[src/dac_cfg_pkg.sv]
package dac_cfg_pkg;

	////////////////////////////////////////
	// sample and channel layout
	////////////////////////////////////////

	localparam int w_data = 16;		// dac sample width
	localparam int n_chan = 8;		// channels on the board
	localparam int n_half = 4;		// channels per converter half
	localparam int w_chan = 3;		// channel number width

	////////////////////////////////////////
	// instruction queue
	////////////////////////////////////////

	localparam int fifo_depth = 16;	// queued write instructions
	localparam int w_fifo_ptr = 4;	// log2 of fifo_depth

	////////////////////////////////////////
	// serial frame
	////////////////////////////////////////

	localparam int w_frame = 24;		// bits per frame, msb first
	localparam int w_bit_cnt = 5;		// counts 0 .. w_frame-1
	localparam int w_cmd = 4;			// command field width

	// write input register and update the channel output
	localparam logic [w_cmd-1:0] cmd_write = 4'b0011;

endpackage

[src/dac_instr_pkg.sv]
package dac_instr_pkg;

	import dac_cfg_pkg::*;

	// one queued write instruction
	typedef struct packed {
		logic [w_chan-1:0] chan;		// absolute channel 0..7
		logic [w_data-1:0] data;		// sample to write
	} dac_instr_t;

	// one pair slot from the scheduler, lower and upper half side by side
	typedef struct packed {
		logic [w_data-1:0] lower_data;
		logic [w_data-1:0] upper_data;
		logic [n_half-1:0] lower_valid;	// one-hot lane in the lower half
		logic [n_half-1:0] upper_valid;	// one-hot lane in the upper half
	} chan_pair_t;

	// field view of a frame
	typedef struct packed {
		logic [w_cmd-1:0] cmd;
		logic rsvd;							// always 0 on the wire
		logic [w_chan-1:0] chan;
		logic [w_data-1:0] data;
	} dac_frame_fields_t;

	// same 24 bits seen as a shift word or as fields
	typedef union packed {
		logic [w_frame-1:0] raw;
		dac_frame_fields_t fields;
	} dac_frame_u;

	// lane index of a one-hot half valid
	function automatic logic [w_chan-1:0] oh_to_lane(input logic [n_half-1:0] oh);
		logic [w_chan-1:0] lane;
		lane = '0;
		for (int i = 0; i < n_half; i++) begin
			if (oh[i])
				lane = lane | w_chan'(i);
		end
		return lane;
	endfunction

endpackage

[src/instr_fifo.sv]
`timescale 1ns/1ps

module instr_fifo
	import dac_cfg_pkg::*, dac_instr_pkg::*;
(
	input logic clk_in,
	input logic rst_n,
	input dac_instr_t din,
	input logic wr_en,
	input logic rd_en,			// consume the head in dout
	output dac_instr_t dout,	// registered head entry
	output logic valid,			// dout holds an entry
	output logic overflow		// sticky until reset
);

	dac_instr_t mem [fifo_depth];
	logic [w_fifo_ptr-1:0] wr_ptr;		// wraps at fifo_depth
	logic [w_fifo_ptr-1:0] rd_ptr;
	logic [w_fifo_ptr:0] count;			// entries in mem, not counting dout

	logic full;
	logic wr_ok;
	logic load;

	assign full = (count == (w_fifo_ptr + 1)'(fifo_depth));
	assign wr_ok = wr_en && !full;
	// refill the head when it is empty or being taken
	assign load = (count != '0) && (!valid || rd_en);

	////////////////////////////////////////
	// pointers and flags
	////////////////////////////////////////

	always_ff @(posedge clk_in) begin
		if (!rst_n) begin
			wr_ptr <= '0;
			rd_ptr <= '0;
			count <= '0;
			valid <= 1'b0;
			overflow <= 1'b0;
		end else begin
			if (wr_ok)
				wr_ptr <= wr_ptr + 1'b1;
			if (load)
				rd_ptr <= rd_ptr + 1'b1;
			case ({wr_ok, load})
				2'b10: count <= count + 1'b1;
				2'b01: count <= count - 1'b1;
				default: count <= count;		// none or both
			endcase
			if (load)
				valid <= 1'b1;
			else if (rd_en)
				valid <= 1'b0;		// drained
			if (wr_en && full)
				overflow <= 1'b1;	// entry lost
		end
	end

	// storage and head register
	always_ff @(posedge clk_in) begin
		if (wr_ok)
			mem[wr_ptr] <= din;
		if (load)
			dout <= mem[rd_ptr];
	end

endmodule

[src/dac_pair_scheduler.sv]
`timescale 1ns/1ps

module dac_pair_scheduler
	import dac_cfg_pkg::*, dac_instr_pkg::*;
(
	input logic clk_in,
	input logic rst_n,
	input logic [n_chan*w_data-1:0] samples,	// channel 0 in the low bits
	input logic [n_chan-1:0] update_mask,		// one bit per channel to write
	input logic update_strobe,						// single cycle start pulse
	output chan_pair_t pair,						// one slot every second cycle
	output logic busy								// still walking the pairs
);

	////////////////////////////////////////
	// captured update
	////////////////////////////////////////

	logic [n_chan-1:0][w_data-1:0] cap_samples;	// sample set held for the walk
	logic [n_chan-1:0] cap_mask;
	logic [n_half-1:0] pend;		// pairs not issued yet
	logic phase;						// 0 = issue slot, 1 = spacing slot

	logic [n_half-1:0] strobe_pairs;	// pairs touched by the incoming mask
	logic [n_half-1:0] low_oh;			// lowest pending pair, one-hot
	logic [n_half-1:0] pend_rest;		// pending pairs after this one
	logic [w_chan-1:0] lane;			// lower channel of the current pair
	logic [w_chan-1:0] upper_lane;	// its partner in the upper half
	logic issue;

	// pair k covers channels k and k+4
	assign strobe_pairs = update_mask[n_half-1:0] | update_mask[n_chan-1:n_half];

	assign low_oh = pend & (~pend + n_half'(1));	// isolate lowest set bit
	assign pend_rest = pend & ~low_oh;
	assign lane = oh_to_lane(low_oh);
	assign upper_lane = lane + w_chan'(n_half);
	assign issue = busy && !phase;

	////////////////////////////////////////
	// slot walk
	////////////////////////////////////////

	always_ff @(posedge clk_in) begin
		if (!rst_n) begin
			busy <= 1'b0;
			phase <= 1'b0;
			pend <= '0;
			cap_mask <= '0;
		end else if (!busy) begin
			// empty masks never start a walk
			if (update_strobe && |strobe_pairs) begin
				busy <= 1'b1;
				phase <= 1'b0;
				pend <= strobe_pairs;
				cap_mask <= update_mask;
			end
		end else if (!phase) begin
			pend <= pend_rest;		// this pair goes out now
			phase <= 1'b1;
			if (pend_rest == '0)
				busy <= 1'b0;			// last issued pair
		end else begin
			phase <= 1'b0;			// spacing slot over
		end
	end

	// strobes while busy are dropped, samples included
	always_ff @(posedge clk_in) begin
		if (!busy && update_strobe)
			cap_samples <= samples;
	end

	////////////////////////////////////////
	// pair output
	////////////////////////////////////////

	always_comb begin
		pair.lower_data = cap_samples[lane];
		pair.upper_data = cap_samples[upper_lane];
		pair.lower_valid = issue ? (cap_mask[n_half-1:0] & low_oh) : '0;
		pair.upper_valid = issue ? (cap_mask[n_chan-1:n_half] & low_oh) : '0;
	end

endmodule

[src/dac_instr_queue.sv]
`timescale 1ns/1ps

module dac_instr_queue
	import dac_cfg_pkg::*, dac_instr_pkg::*;
(
	input logic clk_in,
	input logic rst_n,
	input chan_pair_t pair,			// from the pair scheduler
	input logic rd_ack,				// writer took the head entry
	output dac_instr_t instr,		// head of the queue
	output logic instr_valid,
	output logic overflow			// sticky, a write hit a full fifo
);

	////////////////////////////////////////
	// instruction forming
	////////////////////////////////////////

	logic lower_present;
	logic upper_present;
	dac_instr_t lower_instr;
	dac_instr_t upper_instr;

	// upper half waits one cycle behind the lower half
	dac_instr_t upper_hold;
	logic upper_pend;

	dac_instr_t fifo_din;
	logic fifo_wr;

	assign lower_present = |pair.lower_valid;
	assign upper_present = |pair.upper_valid;

	always_comb begin
		lower_instr.chan = oh_to_lane(pair.lower_valid);
		lower_instr.data = pair.lower_data;
		// upper lanes sit above the lower half
		upper_instr.chan = oh_to_lane(pair.upper_valid) + w_chan'(n_half);
		upper_instr.data = pair.upper_data;
	end

	////////////////////////////////////////
	// upper delay
	////////////////////////////////////////

	always_ff @(posedge clk_in) begin
		if (!rst_n)
			upper_pend <= 1'b0;
		else
			upper_pend <= upper_present;	// write slot in the next cycle
	end

	always_ff @(posedge clk_in) begin
		if (upper_present)
			upper_hold <= upper_instr;
	end

	////////////////////////////////////////
	// fifo write mux
	////////////////////////////////////////

	// pairs are two cycles apart so both sources never collide
	assign fifo_din = lower_present ? lower_instr : upper_hold;
	assign fifo_wr = lower_present | upper_pend;

	instr_fifo instr_fifo_inst (
		.clk_in		(clk_in),
		.rst_n		(rst_n),
		.din			(fifo_din),
		.wr_en		(fifo_wr),
		.rd_en		(rd_ack),
		.dout			(instr),
		.valid		(instr_valid),
		.overflow	(overflow)
	);

endmodule

[src/dac_serial_writer.sv]
`timescale 1ns/1ps

module dac_serial_writer
	import dac_cfg_pkg::*, dac_instr_pkg::*;
(
	input logic clk_in,
	input logic rst_n,
	input dac_instr_t instr,		// head of the instruction queue
	input logic instr_valid,
	output logic rd_ack,			// one cycle, head taken
	output logic sync_n,			// low for the whole frame
	output logic sclk,				// half the system clock, idles high
	output logic sdo				// changes on rising sclk
);

	typedef enum logic [1:0] {
		st_idle,
		st_shift,
		st_gap
	} wr_state_t;

	wr_state_t state;
	logic [w_bit_cnt-1:0] bit_cnt;	// bits already on the wire
	dac_frame_u frame;				// remaining bits, msb next
	dac_frame_u frame_d;			// frame built from the head entry
	logic last_bit;

	////////////////////////////////////////
	// frame build
	////////////////////////////////////////

	always_comb begin
		frame_d.fields.cmd = cmd_write;
		frame_d.fields.rsvd = 1'b0;
		frame_d.fields.chan = instr.chan;
		frame_d.fields.data = instr.data;
	end

	assign rd_ack = (state == st_idle) && instr_valid;
	assign last_bit = (bit_cnt == w_bit_cnt'(w_frame - 1));

	////////////////////////////////////////
	// shift fsm
	////////////////////////////////////////

	always_ff @(posedge clk_in) begin
		if (!rst_n) begin
			state <= st_idle;
			bit_cnt <= '0;
			sync_n <= 1'b1;
			sclk <= 1'b1;
			sdo <= 1'b0;
		end else begin
			case (state)
				st_idle: begin
					if (instr_valid) begin
						state <= st_shift;
						bit_cnt <= '0;
						sync_n <= 1'b0;		// frame starts next cycle
						sdo <= frame_d.raw[w_frame-1];
					end
				end
				st_shift: begin
					sclk <= ~sclk;
					// only act on the rising half
					if (!sclk) begin
						if (last_bit) begin
							state <= st_gap;
							sync_n <= 1'b1;
							sdo <= 1'b0;
						end else begin
							bit_cnt <= bit_cnt + 1'b1;
							sdo <= frame.raw[w_frame-2];	// next bit out
						end
					end
				end
				st_gap: begin
					state <= st_idle;		// one idle cycle between frames
				end
				default: begin
					state <= st_idle;
				end
			endcase
		end
	end

	// shift register, msb leaves first
	always_ff @(posedge clk_in) begin
		if (rd_ack)
			frame <= frame_d;
		else if (state == st_shift && !sclk && !last_bit)
			frame.raw <= {frame.raw[w_frame-2:0], 1'b0};
	end

endmodule

[src/dac_write_top.sv]
`timescale 1ns/1ps

module dac_write_top
	import dac_cfg_pkg::*, dac_instr_pkg::*;
(
	input logic clk_in,
	input logic rst_n,
	input logic [n_chan*w_data-1:0] samples,	// eight packed samples
	input logic [n_chan-1:0] update_mask,
	input logic update_strobe,
	output logic busy,
	output logic overflow,
	output logic sync_n,
	output logic sclk,
	output logic sdo
);

	////////////////////////////////////////
	// stage links
	////////////////////////////////////////

	chan_pair_t pair;			// scheduler to queue
	dac_instr_t instr;			// queue head to writer
	logic instr_valid;
	logic rd_ack;

	// input side, update split into channel pairs
	dac_pair_scheduler dac_pair_scheduler_inst (
		.clk_in			(clk_in),
		.rst_n			(rst_n),
		.samples			(samples),
		.update_mask		(update_mask),
		.update_strobe	(update_strobe),
		.pair				(pair),
		.busy				(busy)
	);

	// pairs turned into ordered write instructions
	dac_instr_queue dac_instr_queue_inst (
		.clk_in		(clk_in),
		.rst_n		(rst_n),
		.pair			(pair),
		.rd_ack		(rd_ack),
		.instr		(instr),
		.instr_valid	(instr_valid),
		.overflow	(overflow)
	);

	// one frame per instruction on the serial pins
	dac_serial_writer dac_serial_writer_inst (
		.clk_in		(clk_in),
		.rst_n		(rst_n),
		.instr		(instr),
		.instr_valid	(instr_valid),
		.rd_ack		(rd_ack),
		.sync_n		(sync_n),
		.sclk			(sclk),
		.sdo			(sdo)
	);

endmodule

[config.mk]
export PLATFORM = sky130hd
export DESIGN_NAME = dac_write_top
export DESIGN_NICKNAME = d
export VERILOG_FILES = /design/src/dac_cfg_pkg.sv /design/src/dac_instr_pkg.sv /design/src/instr_fifo.sv /design/src/dac_pair_scheduler.sv /design/src/dac_instr_queue.sv /design/src/dac_serial_writer.sv /design/src/dac_write_top.sv
export SDC_FILE = /design/constraint.sdc
export NUM_CORES = 1
export LEC_CHECK = 0
export BUFFER_PORTS_ARGS = -buffer_cell sky130_fd_sc_hd__clkbuf_2
export CORE_ASPECT_RATIO = 1.1
export CORE_MARGIN = 5
export CORE_UTILIZATION = 35
export CTS_BUF_LIST = sky130_fd_sc_hd__clkbuf_16
export DETAILED_ROUTE_END_ITERATION = 7
export PLACE_DENSITY = 0.53
export SLEW_MARGIN = 40
export SYNTH_ARGS = -nofsm -noshare
export SYNTH_HDL_FRONTEND = slang
export SYNTH_HIERARCHICAL = 1
export SYNTH_SLANG_ARGS = --single-unit
[constraint.sdc]
create_clock -name clk_in -period 5.23 [get_ports clk_in]
set_clock_uncertainty 0.1 [all_clocks]
set_input_delay 0.523 -clock clk_in [delete_from_list [all_inputs] [get_ports clk_in]]
set_output_delay 0.523 -clock clk_in [all_outputs]
set_load 0.01 [all_outputs]
==> run metrics, run 1 <==
Critical Path Max Stage Delay 550 ps; Compound-Gate Fraction of Synth Area 6.64%; sequence of cells on the critical path nor2b_1 > nand2_1 > nor2_1 > and2_1 > nor4_4 > nand2b_1 > a21boi_1 > inv_1 > ha_1 > xor2_1 > ha_1 > or3b_2 > a21oi_1 > o21ai_0 > mux2i_1; CP delay by family, top simple AND/OR/NAND/NOR gates; crit path from dac_pair_scheduler_inst/busy; CTS tree built; Max H-tree Level 2; Slew headroom 46.8%; first-pass GRT wire length 75,600 um; DP Area 22,400 sq um; Syn Std Cell Area 20,800 sq um; CP startpoint kind register; post-synthesis adder-cell area fraction 0.591%; main combinational cell family by area after synthesis multiplexers; initial antenna violation count 1; initial drt markers 813; vias per cell 5.10; Nets 1,678; postcts setup bufs 0; Synthesis Warnings 6; Worst Max-Slew Pin Slew 799 ps; Chip Width 242 um; Hold Crit Endpoint dac_pair_scheduler_inst/cap_mask[3]; Async S/R FF share, synth 0%; Routed wire per std cell 21.1 um; Synth Flop Type edfxtp_1; hold path startpoint update_mask[3]; Fin. Hold Viols 0; final setup vio count 0; Worst EP arrival 4630 ps; largest net degree at the start of global routing 66; Hold WS 117 ps; top cell type's share of synthesized area 70.6%; max-slew violations 0; EDFF count, synth 488; worst hold path class in -> reg; Avg Inst Size Synth 16.8 sq um; Worst path depth 15; layout cells sized above 1 22.8%; max cap viols 0; remaining global-route overflow 0; DIE AREA 64,300 sq um; post-route ant nets 0; CTS Hold Buffers Added 128; Root Buffer clkbuf_16; Post-Synth Simple-Gate Area 6.20%; Required @ worst endpoint 5630 ps; WP buf/inv 1; sequential share of the synthesized area 74.9%; Post-Syn Nets 1,383; Hold Crit Depth 3; Final GP Congestion 0.790; worst reg-to-reg path cell count 15; crit end category register; r2r endpoint dac_instr_queue_inst/instr_fifo_inst/count[4]; worst vdd ir 0.262 mV; vias 11.9k; final WL 49,300 um; Design Area, Final 25,600 sq um; CTS resizes 0; xor/xnor share of the synthesized area 0.380%; leak pwr 8.89 nW; post-synthesis cell count 1,235; commonest non-fill, non-tap cell in the layout edfxtp_1; final setup TNS 0 ps; clock tree buffer depth 3; Die Height 265 um; post-synthesis mux area share 9.28%; clock sinks 532; Min Clock Period, post-route 4230 ps; CTS clk-pin slew, worst paths 60 ps; Core Area 58,600 sq um; most frequent CP cell ha_1; starting density of the core 35.4%; # rows 93; Clk Latency, worst-skew pair 620 ps; dominant cells by area after synthesis edfxtp_1 (71%), mux2i_1 (4.3%), dfxtp_1 (4.2%); unrepaired setup endpoints after global routing no; commonest cells after routing, fill and taps aside edfxtp_1 (488), nand2_1 (152), clkbuf_2 (143); worst reg2reg setup slack 1000 ps; drt first pass iters 5; Yosys reg bits 532; critical path's slowest cell a21boi_1; reg2reg start dac_pair_scheduler_inst/busy; Worst Path Class, Setup reg -> reg; # IOs 144; GRT Resource Usage Total 15.1%; Max Clk Rate 236 MHz; Remaining DRCs 0; outcome completed; final worst-path cycle share 80.9%; unique cell type count in the Yosys netlist 74; Crit Path Max Fanout 7; number of CTS-inserted buffers 56; Layout area overhead 23.6%; vias in the first global route 12.5k; DPL Wire Length 29,900 um; Yosys top cell by area edfxtp_1; IO buf count 143; pwr dens 435 nW/um^2
[tightest hold or removal path: cells and delay by family]
| family | cells | cell delay [ps] |
|---|---|---|
| multiplexers | 1 | 70 |
| buffers and inverters | 1 | 100 |
| AND/OR/NAND/NOR | 1 | 90 |
[final cells by class]
cell class                      instances  area (sq um)
Fill cell                            5168         33000
Sequential cell                       532         15500
Multi-Input combinational cell        626          4890
Timing Repair Buffer                  302          2270
Clock buffer                           56          1400
Tap cell                              760           951
Clock inverter                         45           541
Inverter                               12          47.5
Antenna cell                            1          2.50
[cell families after synthesis]
family	Yosys count
adders and majority gates	10
buffers and inverters	77
muxes	143
xor gates and xnor gates	9
DFF	532
and+or+nand+nor	271
AOI/OAI and AO/OA	193
[Yosys cell counts (all sizes together), types with 3 or more instances]
| master | count |
|---|---|
| o21ai | 33 |
| or4 | 4 |
| nand3b | 4 |
| buf | 41 |
| nor3 | 5 |
| a22oi | 19 |
| a221oi | 38 |
| xnor2 | 3 |
| mux2i | 89 |
| nand2b | 8 |
| clkbuf | 23 |
| and2 | 5 |
| edfxtp | 488 |
| nor2 | 41 |
| nand2 | 152 |
| dfxtp | 44 |
| nor2b | 11 |
| and3 | 8 |
| nand3 | 14 |
| o22ai | 33 |
| a21oi | 12 |
| a31oi | 38 |
| mux4 | 38 |
| mux2 | 16 |
| o211ai | 6 |
| xor2 | 6 |
| inv | 11 |
| or3b | 3 |
| or2 | 3 |
| ha | 9 |
[registers in the layout (all words and copies together), names as in the netlist]
name and count:
dac_instr_queue_inst/instr_fifo_inst/dout 19, dac_pair_scheduler_inst/cap_samples 128, dac_instr_queue_inst/instr_fifo_inst/overflow 1, dac_instr_queue_inst/upper_hold 18
dac_instr_queue_inst/instr_fifo_inst/wr_ptr 4, dac_serial_writer_inst/bit_cnt 5, dac_serial_writer_inst/sclk 1, dac_instr_queue_inst/instr_fifo_inst/mem 304
dac_pair_scheduler_inst/cap_mask 8, dac_pair_scheduler_inst/pend 4, dac_pair_scheduler_inst/phase 1, dac_serial_writer_inst/sync_n 1
dac_instr_queue_inst/instr_fifo_inst/rd_ptr 4, dac_instr_queue_inst/instr_fifo_inst/count 5, dac_serial_writer_inst/frame 23, dac_serial_writer_inst/state 2
dac_instr_queue_inst/instr_fifo_inst/valid 1, dac_instr_queue_inst/upper_pend 1, dac_serial_writer_inst/sdo 1, dac_pair_scheduler_inst/busy 1
[power by group]
| part | switching (mW) | total (mW) | internal (mW) | leakage (nW) |
|---|---|---|---|---|
| logic | 1.05 | 1.82 | 0.769 | 3.05 |
| registers | 0.179 | 5.20 | 5.02 | 4.86 |
| clock network | 1.65 | 4.15 | 2.50 | 0.979 |
[stage by stage]
stage / cells / total power [mW] / util, % / setup slack [ps]
floorplan: 1235 / 6.48 / - / 1220
detailed placement: 2104 / 7.06 / 38.2 / 1040
finish: 2334 / 11.2 / 43.7 / 999
global route: 2334 / 11.7 / 43.7 / 658
CTS: 2333 / 11.3 / 43.7 / 1050
global placement: 2102 / 7.02 / 38.1 / 1190
[metal layers]
layer | vias to the layer above | track usage, % | wire, um
met4 | 0 | 4.16 | 1270
li1 | 5468 | - | -
met3 | 83 | 2.90 | 2550
met1 | 6002 | 20.4 | 21800
met5 | - | 0 | 0
met2 | 346 | 25.3 | 23700
[how the worst max path moves through the flow]
stage,to
after floorplan,dac_instr_queue_inst/instr_fifo_inst/mem[0][0]
after global placement,dac_instr_queue_inst/instr_fifo_inst/count[4]
after detailed placement,dac_instr_queue_inst/instr_fifo_inst/count[4]
after CTS,dac_instr_queue_inst/instr_fifo_inst/count[4]
after global routing,dac_instr_queue_inst/instr_fifo_inst/count[4]
final,dac_instr_queue_inst/instr_fifo_inst/count[4]
Power figures use the tool's default switching activity.
==> run 2: changes to the inputs <==
==> constraint.sdc (replaced) <==
create_clock -name clk_in -period 4.25 [get_ports clk_in]
set_clock_uncertainty 0.1 [all_clocks]
set_input_delay 0.425 -clock clk_in [delete_from_list [all_inputs] [get_ports clk_in]]
set_output_delay 0.425 -clock clk_in [all_outputs]
set_load 0.01 [all_outputs]
==> run metrics, run 2 (synthesized netlist as in run 1, its figures left out) <==
# rows 93 (unchanged); Remaining DRCs 0 (unchanged); max cap viols 0 (unchanged); pwr dens 523 nW/um^2 (+20%); final setup margin 413 ps (-586 ps); initial drt markers 872 (+7.3%); drt first pass iters 5 (unchanged); CP delay by family, top simple AND/OR/NAND/NOR gates; Crit Path Max Fanout 7 (unchanged); Layout area overhead 23.2%; WP buf/inv 1 (unchanged); Critical Path Max Stage Delay 450 ps (-100 ps); dpl ws 479 ps (-566 ps); leak pwr 8.90 nW (+0.13%); Chip Width 242 um (unchanged); Worst Path Class, Setup reg -> reg; IO buf count 143 (unchanged); layout cells sized above 1 23.2% (+0.33 points); Nets 1,690 (+0.72%); crit end category register; Min Clock Period, post-route 3840 ps (-394 ps); DPL Wire Length 30,800 um (+3.2%); outcome completed; CP startpoint kind register; Final GP Congestion 0.763 (-3.4%); clock sinks 532 (unchanged); unrepaired setup endpoints after global routing no; GRT Resource Usage Total 15.1% (+0.022 points); Slew headroom 44.8% (-1.9 points); max reg flops 304 (unchanged); commonest cells after routing, fill and taps aside edfxtp_1 (488), nand2_1 (152), clkbuf_2 (143); Clk Latency, worst-skew pair 610 ps (about the same); final setup vio count 0 (unchanged); final setup TNS 0 ps (unchanged); biggest regs dac_instr_queue_inst/instr_fifo_inst/mem: 304 flops, dac_pair_scheduler_inst/cap_samples: 128 flops, dac_serial_writer_inst/frame: 23 flops; first-pass GRT wire length 75,600 um (about the same); Root Buffer clkbuf_16; final WL 49,400 um (+0.20%); starting density of the core 35.4% (unchanged); Die Height 265 um (unchanged); vias in the first global route 12.5k (-0.14%); clock tree buffer depth 3 (unchanged); post-route ant nets 0 (unchanged); Core Area 58,600 sq um (unchanged); max-slew violations 0 (unchanged); initial antenna violation count 0 (-1); DIE AREA 64,300 sq um (unchanged); Fin. Hold Viols 0 (unchanged); Worst Max-Slew Pin Slew 827 ps (+28.7 ps); vias 11.8k (-0.61%); final worst-path cycle share 90.3% (+9.4 points); CTS clk-pin slew, worst paths 60 ps (about the same); most frequent CP cell ha_1; # IOs 144 (unchanged); Hold WS 48.3 ps (-68.5 ps); sequence of cells on the critical path nor2b_1 > nand2_1 > nor2_1 > and2_1 > nor4_4 > nand2b_1 > a21boi_1 > inv_1 > ha_1 > xor2_1 > ha_1 > or3b_2 > a21oi_1 > o21ai_0 > mux2i_1; Max Clk Rate 261 MHz (+10%); Max H-tree Level 2 (unchanged); Worst EP arrival 4220 ps (-410 ps); commonest non-fill, non-tap cell in the layout edfxtp_1; vias per cell 5.04 (-1.1%); Routed wire per std cell 21.1 um (-0.32%); remaining global-route overflow 0 (unchanged); CTS tree built; Biggest register dac_instr_queue_inst/instr_fifo_inst/mem; worst hold path class in -> reg; largest net degree at the start of global routing 66 (unchanged); critical path's slowest cell or3b_2; number of CTS-inserted buffers 54 (-3.6%); worst vdd ir 0.386 mV (+47%); Required @ worst endpoint 4640 ps (-990 ps)
[run 2: worst register-to-register path, cell delays in order, from the launching register on]
cell      delay, ps
dfxtp_1         440
nor2b_1         440
nand2_1         160
nor2_1          140
and2_1          240
nor4_4           70
nand2b_1        270
a21boi_1        260
inv_1            90
ha_1            290
xor2_1          170
ha_1            240
or3b_2          450
a21oi_1         130
o21ai_0         110
mux2i_1         130
[run 2: repair_timing]
action | in CTS | in global routing
hold buffers | 131 | 0
hold endpoints to repair | 131 | 0
resized for setup | 0 | 0
setup buffers | 0 | 0
[run 2: per-layer routing]
metal | vias up | track usage, % | wire (um)
li1 | 5497 | - | -
met1 | 5939 | 19.6 | 20700
met2 | 320 | 26.3 | 24900
met3 | 71 | 2.86 | 2710
met4 | 0 | 4.21 | 1100
met5 | - | 0 | 0
[run 2: final cells by class]
| cell class | instances | area [sq um] |
|---|---|---|
| Clock buffer | 55 | 1380 |
| Fill cell | 5197 | 33100 |
| Clock inverter | 44 | 404 |
| Inverter | 12 | 47.5 |
| Tap cell | 760 | 951 |
| Timing Repair Buffer | 316 | 2390 |
| Sequential cell | 532 | 15500 |
| Antenna cell | 1 | 2.50 |
| Multi-Input combinational cell | 626 | 4860 |
[run 2: metrics by stage]
stage / std cells / util, % / instance area (sq um) / total power, mW
detailed placement: 2115 / 38.3 / 22500 / 8.67
floorplan: 1235 / - / 20800 / 7.98
global placement: 2115 / 38.3 / 22500 / 8.62
global route: 2345 / 43.6 / 25600 / 14.0
finish: 2346 / 43.6 / 25600 / 13.4
CTS: 2345 / 43.6 / 25600 / 13.5
[run 2: worst paths after layout]
kind / start / end / slack [ps] / cells past startpoint
min reg2reg: dac_serial_writer_inst/frame[22] / dac_serial_writer_inst/sdo / 380 / 2
max reg2reg: dac_pair_scheduler_inst/busy / dac_instr_queue_inst/instr_fifo_inst/count[4] / 410 / 15
min: update_mask[5] / dac_pair_scheduler_inst/cap_mask[5] / 50 / 3
max: dac_pair_scheduler_inst/busy / dac_instr_queue_inst/instr_fifo_inst/count[4] / 410 / 15
[run 2: power by group]
part | internal (mW) | switching [mW]
clock | 2.78 | 1.98
combinational | 0.954 | 1.25
sequential | 6.18 | 0.234
==> run 3: changes to the inputs <==
--- a/config.mk
+++ b/config.mk
@@ -5,12 +5,13 @@
 export SDC_FILE = /design/constraint.sdc
 export NUM_CORES = 1
 export LEC_CHECK = 0
-export BUFFER_PORTS_ARGS = -buffer_cell sky130_fd_sc_hd__clkbuf_2
+export BUFFER_PORTS_ARGS = -buffer_cell sky130_fd_sc_hd__buf_2
 export CORE_ASPECT_RATIO = 1.1
 export CORE_MARGIN = 5
 export CORE_UTILIZATION = 35
 export CTS_BUF_LIST = sky130_fd_sc_hd__clkbuf_16
 export DETAILED_ROUTE_END_ITERATION = 7
+export HOLD_SLACK_MARGIN = 0.12
 export PLACE_DENSITY = 0.53
 export SLEW_MARGIN = 40
 export SYNTH_ARGS = -nofsm -noshare
==> run metrics, run 3 (synthesized netlist as in run 1, its figures left out) <==
Layout Cells excl Fill 2,348 (+0.085%); largest net degree at the start of global routing 66 (unchanged); vias 11.9k (+0.37%); Hold WS 172 ps (+124 ps); hold path startpoint rst_n; most frequent CP cell ha_1; final worst-path cycle share 89.9% (-0.41 points); # IOs 144 (unchanged); crit end category register; Root Buffer clkbuf_16; layout cells sized above 1 22.5% (-0.65 points); Worst path depth 15 (unchanged); CP delay by family, top simple AND/OR/NAND/NOR gates; worst vdd ir 0.328 mV (-15%); # rows 93 (unchanged); reg2reg start dac_pair_scheduler_inst/busy; Inst Count DP 2,111 (-0.19%); Worst Max-Slew Pin Slew 812 ps (-15.5 ps); drt first pass iters 5 (unchanged); final setup TNS 0 ps (unchanged); GRT Resource Usage Total 15.0% (-0.12 points); critical path's slowest cell or3b_2; number of CTS-inserted buffers 55 (+1.9%); Fin. Hold Viols 0 (unchanged); DIE AREA 64,300 sq um (unchanged); biggest regs dac_instr_queue_inst/instr_fifo_inst/mem: 304 flops, dac_pair_scheduler_inst/cap_samples: 128 flops, dac_serial_writer_inst/frame: 23 flops; Slew headroom 45.9% (+1.0 points); clock sinks 532 (unchanged); max cap viols 0 (unchanged); vias in the first global route 12.3k (-0.96%); Final GP Congestion 0.793 (+3.9%); vias per cell 5.06 (+0.29%); IO buf count 143 (unchanged); Die Height 265 um (unchanged); leak pwr 8.83 nW (-0.82%); crit path from dac_pair_scheduler_inst/busy; Crit Path Max Fanout 7 (unchanged); CTS resizes 0 (unchanged); Biggest register dac_instr_queue_inst/instr_fifo_inst/mem; post-route ant nets 0 (unchanged); Worst Path Class, Setup reg -> reg; Hold Crit Depth 2 (-1); postcts setup bufs 0 (unchanged); Routed wire per std cell 21.1 um (+0.23%); Critical Path Max Stage Delay 450 ps (about the same); worst reg-to-reg path cell count 15 (unchanged); Required @ worst endpoint 4610 ps (-30 ps); initial antenna violation count 1 (+1); starting density of the core 35.4% (unchanged); CTS tree built; initial drt markers 752 (-14%); DPL Wire Length 30,900 um (+0.23%); final setup vio count 0 (unchanged); pwr dens 510 nW/um^2 (-2.5%); commonest cells after routing, fill and taps aside edfxtp_1 (488), nand2_1 (152), buf_2 (143); worst hold path class in -> reg; Finished Core Util 43.5% (-0.12 points); CTS clk-pin slew, worst paths 60 ps (about the same); max reg flops 304 (unchanged); remaining global-route overflow 0 (unchanged); Max H-tree Level 2 (unchanged); WP buf/inv 1 (unchanged); outcome completed; Clk Latency, worst-skew pair 580 ps (-30 ps); sequence of cells on the critical path nor2b_1 > nand2_1 > nor2_1 > and2_1 > nor4_4 > nand2b_1 > a21boi_1 > inv_1 > ha_1 > xor2_1 > ha_1 > or3b_2 > a21oi_1 > o21ai_0 > mux2i_1; Worst EP arrival 4180 ps (-40 ps); Nets 1,694 (+0.24%); Layout area overhead 22.9%; final WL 49,600 um (+0.32%); unrepaired setup endpoints after global routing no; commonest non-fill, non-tap cell in the layout edfxtp_1; worst reg2reg setup slack 430 ps (+20 ps); Remaining DRCs 0 (unchanged); max-slew violations 0 (unchanged); first-pass GRT wire length 75,100 um (-0.62%); Max Clk Rate 262 MHz (+0.46%); Min Clock Period, post-route 3820 ps (-17.5 ps); Core Area 58,600 sq um (unchanged); Chip Width 242 um (unchanged); CP startpoint kind register; clock tree buffer depth 3 (unchanged)
run 3: where the power goes:
group	switching, mW	internal (mW)	total, mW
Clock	1.92	2.51	4.43
Sequential	0.189	6.18	6.37
Combinational	1.26	0.948	2.20
run 3: path summary, 6_finish.rpt:
kind | endpoint
max reg2reg | dac_instr_queue_inst/instr_fifo_inst/count[4]
min | dac_pair_scheduler_inst/pend[3]
min reg2reg | dac_serial_writer_inst/sync_n
max | dac_instr_queue_inst/instr_fifo_inst/count[4]
run 3: metrics by stage:
step	cell area (sq um)	power (mW)	setup slack, ps
6_report	25500	13.0	430
5_1_grt	25500	13.6	132
4_1_cts	25500	13.2	456
3_5_place_dp	22500	8.62	527
3_3_place_gp	22500	8.59	626
2_1_floorplan	20800	7.98	237
run 3: layout make-up:
class                      instances  area, sq um
fill                            5232        33100
timing repair buffer             319         2450
multi-input combinational        626         4870
clock buffer                      55         1380
inverter                          12         47.5
clock inverter                    42          269
tap                              760          951
sequential                       532        15500
antenna                            2         5.00
run 3: worst register-to-register path, cell delays in order, from the launching register on:
cell and delay (ps):
dfxtp_1 430, nor2b_1 410, nand2_1 130, nor2_1 130
and2_1 220, nor4_4 70, nand2b_1 270, a21boi_1 290
inv_1 100, ha_1 290, xor2_1 170, ha_1 240
or3b_2 450, a21oi_1 140, o21ai_0 120, mux2i_1 130
run 3: routing by layer:
layer	GRT usage (%)	vias up	wire, um	part of all wire, %
met1	19.7	5962	21400	43
met3	2.58	76	2300	4.6
met2	25.9	344	24700	50
met5	0	-	0	0
met4	4.43	0	1140	2.3
li1	-	5489	-	-
run 3: repair_timing:
item | 4_1_cts | 5_1_grt
hold buffers | 137 | 0
setup endpoints to repair | 0 | 0
endpoints found under the hold margin | 141 | 0
